--- config.mk ---
export PLATFORM = sky130hd
export DESIGN_NAME = qkv_top
export DESIGN_NICKNAME = d
export VERILOG_FILES = /design/src/rtl/sram_pkg.sv /design/src/rtl/qkv_pkg.sv /design/src/rtl/qkv_ctrl.sv /design/src/rtl/qkv_addr_gen.sv /design/src/rtl/qkv_mac.sv /design/src/rtl/qkv_top.sv
export SDC_FILE = /design/constraint.sdc
export NUM_CORES = 2
export LEC_CHECK = 0
export BUFFER_PORTS_ARGS = -buffer_cell sky130_fd_sc_hd__buf_2
export CAP_MARGIN = 20
export CORE_MARGIN = 3
export CORE_UTILIZATION = 60
export CTS_CLUSTER_DIAMETER = 80
export CTS_CLUSTER_SIZE = 16
export DETAILED_ROUTE_END_ITERATION = 10
export PLACE_DENSITY = 0.81
export SKIP_CTS_REPAIR_TIMING = 1
export SLEW_MARGIN = 20
export SYNTH_ARGS = -nofsm -noshare
export SYNTH_HDL_FRONTEND = slang
export SYNTH_SLANG_ARGS = --single-unit
--- constraint.sdc ---
create_clock -name clk -period 5.4 [get_ports clk]
set_input_delay 1.08 -clock clk [delete_from_list [all_inputs] [get_ports clk]]
set_output_delay 1.08 -clock clk [all_outputs]
set_load 0.1 [all_outputs]
--- src/rtl/sram_pkg.sv ---
//----------------------------------------------------------
// SRAM word, address and matrix dimension types, with the
// layout of the dimension header in word 0
//----------------------------------------------------------
package sram_pkg;

  // Widths fixed by the SRAM macros and the header format
  localparam int ADDR_W = 12;
  localparam int DATA_W = 32;
  localparam int DIM_W  = 16;

  typedef logic [ADDR_W-1:0] sram_addr_t;

  // One SRAM word, also wide enough for the running dot product
  typedef logic [DATA_W-1:0] sram_data_t;

  // One matrix dimension from the header
  typedef logic [DIM_W-1:0]  dim_t;

  //----------------------------------------------------------
  // Header word: rows in the upper half, columns in the lower
  //----------------------------------------------------------
  localparam int DIM_ROWS_MSB = 31;
  localparam int DIM_COLS_MSB = 15;

  // Matrix data begins right after the header
  localparam sram_addr_t HEADER_WORDS = 12'd1;

endpackage

--- src/rtl/qkv_pkg.sv ---
//----------------------------------------------------------
// Sequencing types for the Q/K/V projection engine
//----------------------------------------------------------
package qkv_pkg;

  //----------------------------------------------------------
  // Controller states
  //----------------------------------------------------------
  // IDLE       waiting for dut_valid, header address on the bus
  // LOAD_DIMS  header words returned, dimensions captured
  // ISSUE      one read pair per dot-product term
  // DRAIN      last returned pair accumulated
  // WRITE      one result word written
  // DONE       single cycle before dut_ready returns
  typedef enum logic [2:0] {
    IDLE,
    LOAD_DIMS,
    ISSUE,
    DRAIN,
    WRITE,
    DONE
  } ctrl_state_t;

  // Weight matrix in progress, 0 for Q, 1 for K, 2 for V
  typedef logic [1:0] mat_idx_t;

endpackage

--- src/rtl/qkv_ctrl.sv ---
//----------------------------------------------------------
// Sequencing FSM, start handshake and MAC enable alignment
//----------------------------------------------------------
`timescale 1ns/1ps

module qkv_ctrl #(
  parameter int NUM_WEIGHTS = 3
) (
  input  logic clk,
  input  logic reset_n,
  input  logic dut_valid,
  input  logic k_last,
  input  logic elem_last,
  input  logic mat_last,
  output logic dut_ready,
  output logic dims_load,
  output logic step,
  output logic advance,
  output logic acc_en,
  output logic acc_first,
  output logic result_write_enable
);

  import qkv_pkg::*;

  ctrl_state_t state;
  ctrl_state_t state_next;

  // Next issued term starts a new dot product
  logic        first_pending;

  // Matrices finished in this run, cross-checks mat_last
  mat_idx_t    mat_cnt;

  //----------------------------------------------------------
  // State register and transitions
  //----------------------------------------------------------
  always_ff @(posedge clk or negedge reset_n) begin
    if (!reset_n) begin
      state <= IDLE;
    end else begin
      state <= state_next;
    end
  end

  always_comb begin
    state_next = state;
    case (state)
      IDLE: begin
        if (dut_valid) begin
          state_next = LOAD_DIMS;
        end
      end
      LOAD_DIMS: state_next = ISSUE;
      ISSUE: begin
        if (k_last) begin
          state_next = DRAIN;
        end
      end
      DRAIN: state_next = WRITE;
      WRITE: begin
        if (elem_last && mat_last) begin
          state_next = DONE;
        end else begin
          state_next = ISSUE;
        end
      end
      DONE: state_next = IDLE;
      default: state_next = IDLE;
    endcase
  end

  // Decoded controls
  assign dut_ready           = (state == IDLE);
  assign dims_load           = (state == LOAD_DIMS);
  assign step                = (state == ISSUE);
  assign advance             = (state == WRITE);
  assign result_write_enable = (state == WRITE);

  //----------------------------------------------------------
  // MAC controls, one cycle behind the read addresses
  //----------------------------------------------------------
  always_ff @(posedge clk or negedge reset_n) begin
    if (!reset_n) begin
      first_pending <= 1'b0;
      acc_en        <= 1'b0;
      acc_first     <= 1'b0;
    end else begin
      acc_en    <= step;
      acc_first <= step && first_pending;
      if (dims_load || advance) begin
        first_pending <= 1'b1;
      end else if (step) begin
        first_pending <= 1'b0;
      end
    end
  end

  always_ff @(posedge clk or negedge reset_n) begin
    if (!reset_n) begin
      mat_cnt <= '0;
    end else if (dims_load) begin
      mat_cnt <= '0;
    end else if (advance && elem_last) begin
      mat_cnt <= mat_cnt + 1'b1;
    end
  end

  // Accepted start drops ready on the next cycle
  a_start_drops_ready: assert property (@(posedge clk) disable iff (!reset_n)
    (dut_valid && dut_ready) |=> !dut_ready);

  // Address generator agrees on which matrix is the last one
  a_mat_last_count: assert property (@(posedge clk) disable iff (!reset_n)
    (advance && elem_last) |-> mat_last == (mat_cnt == mat_idx_t'(NUM_WEIGHTS - 1)));

endmodule

--- src/rtl/qkv_addr_gen.sv ---
//----------------------------------------------------------
// Dimension capture, loop counters and SRAM addresses for
// the row-major input, column-major weights and results
//----------------------------------------------------------
`timescale 1ns/1ps

module qkv_addr_gen #(
  parameter int NUM_WEIGHTS = 3
) (
  input  logic                 clk,
  input  logic                 reset_n,
  input  logic                 dims_load,
  input  logic                 step,
  input  logic                 advance,
  input  sram_pkg::sram_data_t input_read_data,
  input  sram_pkg::sram_data_t weight_read_data,
  output sram_pkg::sram_addr_t input_read_address,
  output sram_pkg::sram_addr_t weight_read_address,
  output sram_pkg::sram_addr_t result_write_address,
  output logic                 k_last,
  output logic                 elem_last,
  output logic                 mat_last
);

  import sram_pkg::*;
  import qkv_pkg::*;

  // Captured dimensions, I is rows x cols, W is w_rows x bcols
  dim_t       rows;
  dim_t       cols;
  dim_t       w_rows;
  dim_t       bcols;

  // Loop counters
  dim_t       k;
  dim_t       col;
  dim_t       row;
  mat_idx_t   mat;

  // First word of the current input row and weight matrix
  sram_addr_t in_row_base;
  sram_addr_t w_mat_base;

  logic       col_last;
  logic       row_last;

  assign k_last    = (k == cols - 1'b1);
  assign col_last  = (col == bcols - 1'b1);
  assign row_last  = (row == rows - 1'b1);
  assign elem_last = col_last && row_last;
  assign mat_last  = (mat == mat_idx_t'(NUM_WEIGHTS - 1));

  //----------------------------------------------------------
  // Header capture
  //----------------------------------------------------------
  always_ff @(posedge clk or negedge reset_n) begin
    if (!reset_n) begin
      rows   <= '0;
      cols   <= '0;
      w_rows <= '0;
      bcols  <= '0;
    end else if (dims_load) begin
      rows   <= input_read_data[DIM_ROWS_MSB -: DIM_W];
      cols   <= input_read_data[DIM_COLS_MSB -: DIM_W];
      w_rows <= weight_read_data[DIM_ROWS_MSB -: DIM_W];
      bcols  <= weight_read_data[DIM_COLS_MSB -: DIM_W];
    end
  end

  //----------------------------------------------------------
  // Counters and addresses
  //----------------------------------------------------------
  // Both operands are contiguous in k, so each step just bumps
  // the addresses. After the last term the weight address has
  // already reached the next column, and the input address the
  // next row. Q, K and V are packed back to back row-major, so
  // the result address simply counts writes.
  always_ff @(posedge clk or negedge reset_n) begin
    if (!reset_n) begin
      k                    <= '0;
      col                  <= '0;
      row                  <= '0;
      mat                  <= '0;
      in_row_base          <= '0;
      w_mat_base           <= '0;
      input_read_address   <= '0;
      weight_read_address  <= '0;
      result_write_address <= '0;
    end else if (dims_load) begin
      k                    <= '0;
      col                  <= '0;
      row                  <= '0;
      mat                  <= '0;
      in_row_base          <= HEADER_WORDS;
      w_mat_base           <= HEADER_WORDS;
      input_read_address   <= HEADER_WORDS;
      weight_read_address  <= HEADER_WORDS;
      result_write_address <= '0;
    end else if (step) begin
      k                   <= k + 1'b1;
      input_read_address  <= input_read_address + 1'b1;
      weight_read_address <= weight_read_address + 1'b1;
    end else if (advance) begin
      k                    <= '0;
      result_write_address <= result_write_address + 1'b1;
      if (!col_last) begin
        // Same input row again, next weight column
        col                <= col + 1'b1;
        input_read_address <= in_row_base;
      end else if (!row_last) begin
        // Next input row, back to the first weight column
        col                 <= '0;
        row                 <= row + 1'b1;
        in_row_base         <= input_read_address;
        weight_read_address <= w_mat_base;
      end else if (!mat_last) begin
        // Next weight matrix starts where this one ended
        col                <= '0;
        row                <= '0;
        mat                <= mat + 1'b1;
        in_row_base        <= HEADER_WORDS;
        input_read_address <= HEADER_WORDS;
        w_mat_base         <= weight_read_address;
      end else begin
        // Run complete, park on the header words
        col                  <= '0;
        row                  <= '0;
        mat                  <= '0;
        in_row_base          <= '0;
        w_mat_base           <= '0;
        input_read_address   <= '0;
        weight_read_address  <= '0;
        result_write_address <= '0;
      end
    end
  end

  // Header must describe a product that can be formed
  a_dims_valid: assert property (@(posedge clk) disable iff (!reset_n)
    dims_load |=> rows != '0 && cols != '0 && bcols != '0 && cols == w_rows);

endmodule

--- src/rtl/qkv_mac.sv ---
//----------------------------------------------------------
// Multiply-accumulate on the returning SRAM words, modulo
// 2^32, with the running sum as result write data
//----------------------------------------------------------
`timescale 1ns/1ps

module qkv_mac (
  input  logic                 clk,
  input  logic                 reset_n,
  input  logic                 acc_en,
  input  logic                 acc_first,
  input  sram_pkg::sram_data_t input_read_data,
  input  sram_pkg::sram_data_t weight_read_data,
  output sram_pkg::sram_data_t result_write_data
);

  import sram_pkg::*;

  sram_data_t product;
  sram_data_t acc;

  // Low 32 bits of the product are all the modulo sum needs
  assign product = input_read_data * weight_read_data;

  //----------------------------------------------------------
  // Accumulator
  //----------------------------------------------------------
  // First term of a dot product replaces the old sum, later
  // terms add to it. The sum holds between elements so the
  // WRITE cycle sees the finished value.
  always_ff @(posedge clk) begin
    if (acc_en) begin
      if (acc_first) begin
        acc <= product;
      end else begin
        acc <= acc + product;
      end
    end
  end

  assign result_write_data = acc;

  // Controller only flags a first term on an accumulate cycle
  a_first_needs_en: assert property (@(posedge clk) disable iff (!reset_n)
    acc_first |-> acc_en);

endmodule

--- src/rtl/qkv_top.sv ---
//----------------------------------------------------------
// Q/K/V projection engine, computes I x W for each weight
// matrix and stores the products in the result SRAM
//----------------------------------------------------------
`timescale 1ns/1ps

module qkv_top #(
  parameter int NUM_WEIGHTS = 3
) (
  input  logic                 clk,
  input  logic                 reset_n,

  // Start handshake
  input  logic                 dut_valid,
  output logic                 dut_ready,

  // Input SRAM read port
  output sram_pkg::sram_addr_t input_read_address,
  input  sram_pkg::sram_data_t input_read_data,

  // Weight SRAM read port
  output sram_pkg::sram_addr_t weight_read_address,
  input  sram_pkg::sram_data_t weight_read_data,

  // Result SRAM write port
  output logic                 result_write_enable,
  output sram_pkg::sram_addr_t result_write_address,
  output sram_pkg::sram_data_t result_write_data
);

  // Controller to address generator
  logic dims_load;
  logic step;
  logic advance;
  logic k_last;
  logic elem_last;
  logic mat_last;

  // Controller to MAC
  logic acc_en;
  logic acc_first;

  qkv_ctrl #(
    .NUM_WEIGHTS (NUM_WEIGHTS)
  ) i_ctrl (
    .clk                 (clk),
    .reset_n             (reset_n),
    .dut_valid           (dut_valid),
    .k_last              (k_last),
    .elem_last           (elem_last),
    .mat_last            (mat_last),
    .dut_ready           (dut_ready),
    .dims_load           (dims_load),
    .step                (step),
    .advance             (advance),
    .acc_en              (acc_en),
    .acc_first           (acc_first),
    .result_write_enable (result_write_enable)
  );

  qkv_addr_gen #(
    .NUM_WEIGHTS (NUM_WEIGHTS)
  ) i_addr_gen (
    .clk                  (clk),
    .reset_n              (reset_n),
    .dims_load            (dims_load),
    .step                 (step),
    .advance              (advance),
    .input_read_data      (input_read_data),
    .weight_read_data     (weight_read_data),
    .input_read_address   (input_read_address),
    .weight_read_address  (weight_read_address),
    .result_write_address (result_write_address),
    .k_last               (k_last),
    .elem_last            (elem_last),
    .mat_last             (mat_last)
  );

  qkv_mac i_mac (
    .clk               (clk),
    .reset_n           (reset_n),
    .acc_en            (acc_en),
    .acc_first         (acc_first),
    .input_read_data   (input_read_data),
    .weight_read_data  (weight_read_data),
    .result_write_data (result_write_data)
  );

endmodule

# ---- Word level (Yosys, flattened, before mapping)
# Index checks and enable logic that the tools add are counted.
dict set report classes {
  n_reduce_logical 16
  n_eq_ne 11
  mux 47
  add_sub_neg 11
  mul 1
}
# cell count
set op_table {}
lappend op_table {{2-to-1 mux 12 bit} 21}
lappend op_table {{2-to-1 mux 16 bit} 12}
lappend op_table {{adder 16 x 1 -> 16 bit, second input constant} 3}
lappend op_table {{equality test 16 bit} 3}
lappend op_table {{subtractor 16 x 1 -> 16 bit, second input constant} 3}
lappend op_table {{adder 12 x 1 -> 12 bit, second input constant} 3}
lappend op_table {{adder 32 bit} 1}
lappend op_table {{multiplier 32 x 32 -> 32 bit} 1}
lappend op_table {{2-to-1 mux 32 bit} 1}
lappend op_table {{case mux 3 bit (5 select lines)} 1}
lappend op_table {{2-to-1 mux 2 bit} 6}
lappend op_table {{2-to-1 mux 3 bit} 3}
lappend op_table {{nonzero test 2 bit} 4}
lappend op_table {{equality test 3 x 2 -> 1 bit, second input constant} 2}
lappend op_table {{AND reduction 2 bit} 3}
lappend op_table {{nonzero test 3 bit} 2}
lappend op_table {{inequality test 2 x 1 -> 1 bit, second input constant} 2}
lappend op_table {{AND reduction 4 bit} 1}
lappend op_table {{equality test 3 x 1 -> 1 bit, second input constant} 1}
lappend op_table {{equality test 3 bit, second input constant} 1}
lappend op_table {{logical AND 1 bit} 3}
lappend op_table {{zero test 3 bit} 1}
lappend op_table {{2-to-1 mux 1 bit} 3}
lappend op_table {{AND reduction 3 bit} 1}
lappend op_table {{other kinds (4)} 4}
dict set report word_totals {
  register_bits 196
  output_inout_bits 70
  wordCells 103
  input_bits 67
}

# ---- Longest topological paths before layout
dict set report logic_depth {
  ltp_word 7
  ltp_mapped 35
  ltp_nobuf 33
}

# ---- Modules after synthesis
# Synthesis repeated with hierarchy kept, for this count alone.
dict set report hier_totals {
  hier_cells 3110
  area_unflattened_um2 28278.4
}
# module cells_per_inst area_per_inst_um2 seq_area_each_um2 instances
set modules_own_cells {}
lappend modules_own_cells {qkv_mac 2038 18455.2 960.9 1}
lappend modules_own_cells {qkv_addr_gen 1049 9526.6 3953.8 1}
lappend modules_own_cells {qkv_ctrl 23 296.5 150.1 1}

# ---- Worst setup path after synthesis
# No wires, ideal clock.
dict set report synth_path {
  path_type {input to register}
  from {input weight_read_data[5]}
  to {register i_mac.acc[31], in the netlist i_mac.result_write_data[31] (data pin)}
  arrival_time_ps 8863
  required_time_ps 5142
  n_path_buf 2
  setup_ps 258
  stages 31
  path_slack_ps -3721
  path_cell_list {clkbuf_1 -> clkbuf_1 -> and2_1 -> fa_1 -> fa_1 -> fa_1 -> inv_1 -> fa_1 -> inv_1 -> fa_1 -> inv_1 -> fa_1 -> inv_1 -> fa_1 -> fa_1 -> ha_1 -> a21oi_1 -> o21bai_1 -> a21oi_1 -> or3b_2 -> a211oi_1 -> o31ai_1 -> xor2_1 -> ha_1 -> and3_1 -> nand4_1 -> o21ai_0 -> o2111ai_1 -> and3_1 -> a211o_1 -> xnor2_1}
}
dict set report synth_between {
  elab_chain_len 3
}
# element line
set synth_rtl {}
lappend synth_rtl {{start: declaration} qkv_top.sv:23} ;# input sram_pkg::sram_data_t weight_read_data,
lappend synth_rtl {{multiplier 32 x 32 -> 32 bit (*)} qkv_mac.sv:23} ;# assign product = input_read_data * weight_read_data;
lappend synth_rtl {{adder 32 bit} qkv_mac.sv:36} ;# acc <= acc + product;
lappend synth_rtl {{2-to-1 mux 32 bit (*)} qkv_mac.sv:33} ;# if (acc_first) begin
lappend synth_rtl {{end signal: assignment} qkv_mac.sv:34} ;# acc <= product;
lappend synth_rtl {{end signal: assignment} qkv_mac.sv:36}
lappend synth_rtl {{end: declaration} qkv_mac.sv:20} ;# sram_data_t acc;
# Every way passes the cells marked *; elsewhere a longest branch is shown, timed or not.
# A chain may end at the register's enable or synchronous reset.

# ---- Worst setup path after layout
dict set report layout_path {
  from {input weight_read_data[5]}
  to {register i_mac.acc[30], in the netlist i_mac.result_write_data[30] (data pin)}
}
# The elaborated chain is that of the path after synthesis.

==> results.json <==
{
  "status": "complete, but fails checks",
  "violations": "negative setup slack",
  "critPathMaxFanout": 11,
  "hold_violations": 0,
  "synth-xor-area-share": 0.0546,
  "ys_ff_latch": 196,
  "hp-class": "reg -> reg",
  "cts_htree_levels": 4,
  "fin_ws_ns": -3.59,
  "pre_cts_slack_ns": -3.91,
  "syn_avg_cell_area_um2": 8.84,
  "drv_slew": 0,
  "synth-edff-count": 32,
  "post-route-drc-count": 0,
  "synth_adder_area_share": 0.368,
  "drtIter0Drc": 2102,
  "boundaryPins": 137,
  "most-common-layout-cells": "501 x nand2_1, 440 x inv_1, 395 x fa_1",
  "start_util": 0.611,
  "overflow": 0,
  "drv_cap": 0,
  "die_y_um": 222,
  "drive_above_1_share": 0.206,
  "grt_max_degree": 85,
  "setup_violations": 25,
  "cts-root-buf": "clkbuf_16",
  "grt_pass1_vias": 25376,
  "fin_tns_setup_ns": -62.02,
  "wl_per_cell_um": 20.5,
  "path_clk_slew_ns": 0.08,
  "cts_made_buffers": 17,
  "num_vias": 24580,
  "worst_pin_slew_ns": 0.989,
  "crit_required_ns": 5.63,
  "synthMuxAreaShare": 0.0118,
  "cts_tree": "built",
  "syn_inst": 3156,
  "grtUsageTotal": 0.328,
  "dpl.hpwl_um": 64000,
  "fin_skew_ns": 0.0152,
  "slowest_delay_ns": 0.66,
  "async_flop_share": 0.837,
  "antenna_found_initial": 6,
  "port_buffers": 136,
  "yosysWarnings": 0,
  "die-area_mm2": 0.0491,
  "cpMaxStageDelayCell": "fa_1",
  "cts_buffer_depth": 2,
  "drt_pass1_iterations": 5,
  "synth_top_family_by_area": "adder cells",
  "synthDistinctLibCells": 77,
  "wl_um": 84800,
  "fin_crit_ns": 8.99,
  "antenna_left": 0,
  "crit_family": "adder cells",
  "critical_path_class": "in -> reg",
  "finalCritPeriodShare": 1.66,
  "worst_setup_path_end_kind": "register",
  "gp_congestion": 0.957,
  "vias_per_cell": 5.94,
  "die_w_um": 222,
  "slew_headroom": 0.341,
  "syn_nets": 3797,
  "rsz0062_at_grt": "yes",
  "path_buf_inv": 5,
  "crit_arrival_ns": 9.22,
  "clock_sinks": 196,
  "synth-compound-area-share": 0.0955,
  "critPathLaunchType": "input pin",
  "timing.fmax_mhz": 111,
  "area_growth_pct": 20.0,
  "synthesis.area_mm2": 0.0279,
  "ys_seq_area_frac": 0.182,
  "ys.flop_type": "dfrtp_1",
  "synth_simple_gate_area_frac": 0.207,
  "grt_pass1_wl_um": 130000,
  "clk_latency_ns": 0.49,
  "final_common_cell": "nand2_1",
  "num_rows": 78,
  "core_area_mm2": 0.0457,
  "final_nets": 4163
}
==> synthesized netlist by cell type, drive strengths merged, types with 10 or more instances <==
cell type / instances / area [um2]
a211oi: 12 / 90.1
a21o: 38 / 285
a21oi: 101 / 505
a221oi: 10 / 87.6
a22o: 17 / 149
a31oi: 19 / 119
and2: 297 / 1860
and3: 39 / 245
buf: 14 / 80.1
clkbuf: 138 / 518
dfrtp: 164 / 4100
edfxtp: 32 / 961
fa: 409 / 8190
ha: 165 / 2060
inv: 447 / 1680
mux2: 14 / 158
mux2i: 17 / 170
nand2: 505 / 1900
nand3: 56 / 280
nand4: 15 / 93.8
nor2: 109 / 412
nor2b: 13 / 81.3
nor3: 39 / 195
nor3b: 12 / 90.1
nor4: 13 / 111
o21ai: 119 / 611
o21bai: 12 / 90.1
o31ai: 12 / 90.1
or3: 12 / 80.1
xnor2: 108 / 946
xor2: 66 / 578
==> worst reg2reg max path, cell delays in order, from the launching register on <==
cell and delay (ns):
dfrtp_1 0.45, nor3_1 0.40, nand3b_1 0.28, nor2_1 0.19
mux2i_1 0.27, nand4b_1 0.20, or4_1 0.83, o21ai_4 0.75
o21ai_0 0.24, mux2_2 0.32
==> cells by family after synthesis <==
kind of cell | Yosys count
AND/OR/NAND/NOR | 1165
buffers and inverters | 600
adder cells (fa/ha/maj) | 574
AO/OA/AOI/OAI | 416
flip-flops | 196
XOR/XNOR | 174
multiplexers | 31
==> layout make-up <==
class                   count  area [um2]
multi-input cells        2360       21700
inverters                 448        1680
clock inverters            12         115
clock buffers              20         447
diodes                      4        10.0
fillers                  3144       12200
repair buffers            499        3690
well taps                 600         751
flip-flops and latches    196        5060
==> per-stage QoR <==
stage           util  cells  area [um2]  hold WS [ns]
2_1_floorplan      -   3156       28400         0.439
5_1_grt        0.733   4138       33500         0.524
3_3_place_gp   0.693   4070       31700         0.451
4_1_cts        0.706   4102       32200         0.479
3_5_place_dp   0.693   4070       31700         0.476
6_report       0.733   4139       33500         0.482
==> final timing paths <==
path / end / slack [ns] / from / cells past startpoint
max reg2reg: i_addr_gen.row[6] / 1.37 / i_addr_gen.bcols[2] / 9
max: i_mac.result_write_data[30] / -3.59 / weight_read_data[5] / 32
min in group asynchronous: i_addr_gen.result_write_address[4] / 0.62 / reset_n / 1
min: i_ctrl.first_pending / 0.48 / i_ctrl.first_pending / 2
min reg2reg: i_ctrl.first_pending / 0.48 / i_ctrl.first_pending / 2
max in group asynchronous: i_addr_gen.bcols[6] / 3.62 / reset_n / 2
==> flip-flops by register name, indices dropped and copies added (netlist names), 16 cells and up <==
register	flops
i_addr_gen.rows	16
i_addr_gen.bcols	16
i_addr_gen.k	16
i_mac.result_write_data	32
i_addr_gen.col	16
i_addr_gen.cols	16
i_addr_gen.row	16
==> metal layers <==
metal	vias up	wire length, um	track usage
li1	10780	-	-
met1	12216	31400	0.412
met2	1236	40900	0.554
met3	346	7360	0.0684
met4	2	5030	0.134
met5	-	14	0
Power is not shown: default switching activity piles up to over one toggle a cycle in this logic, so the estimate is an artifact.
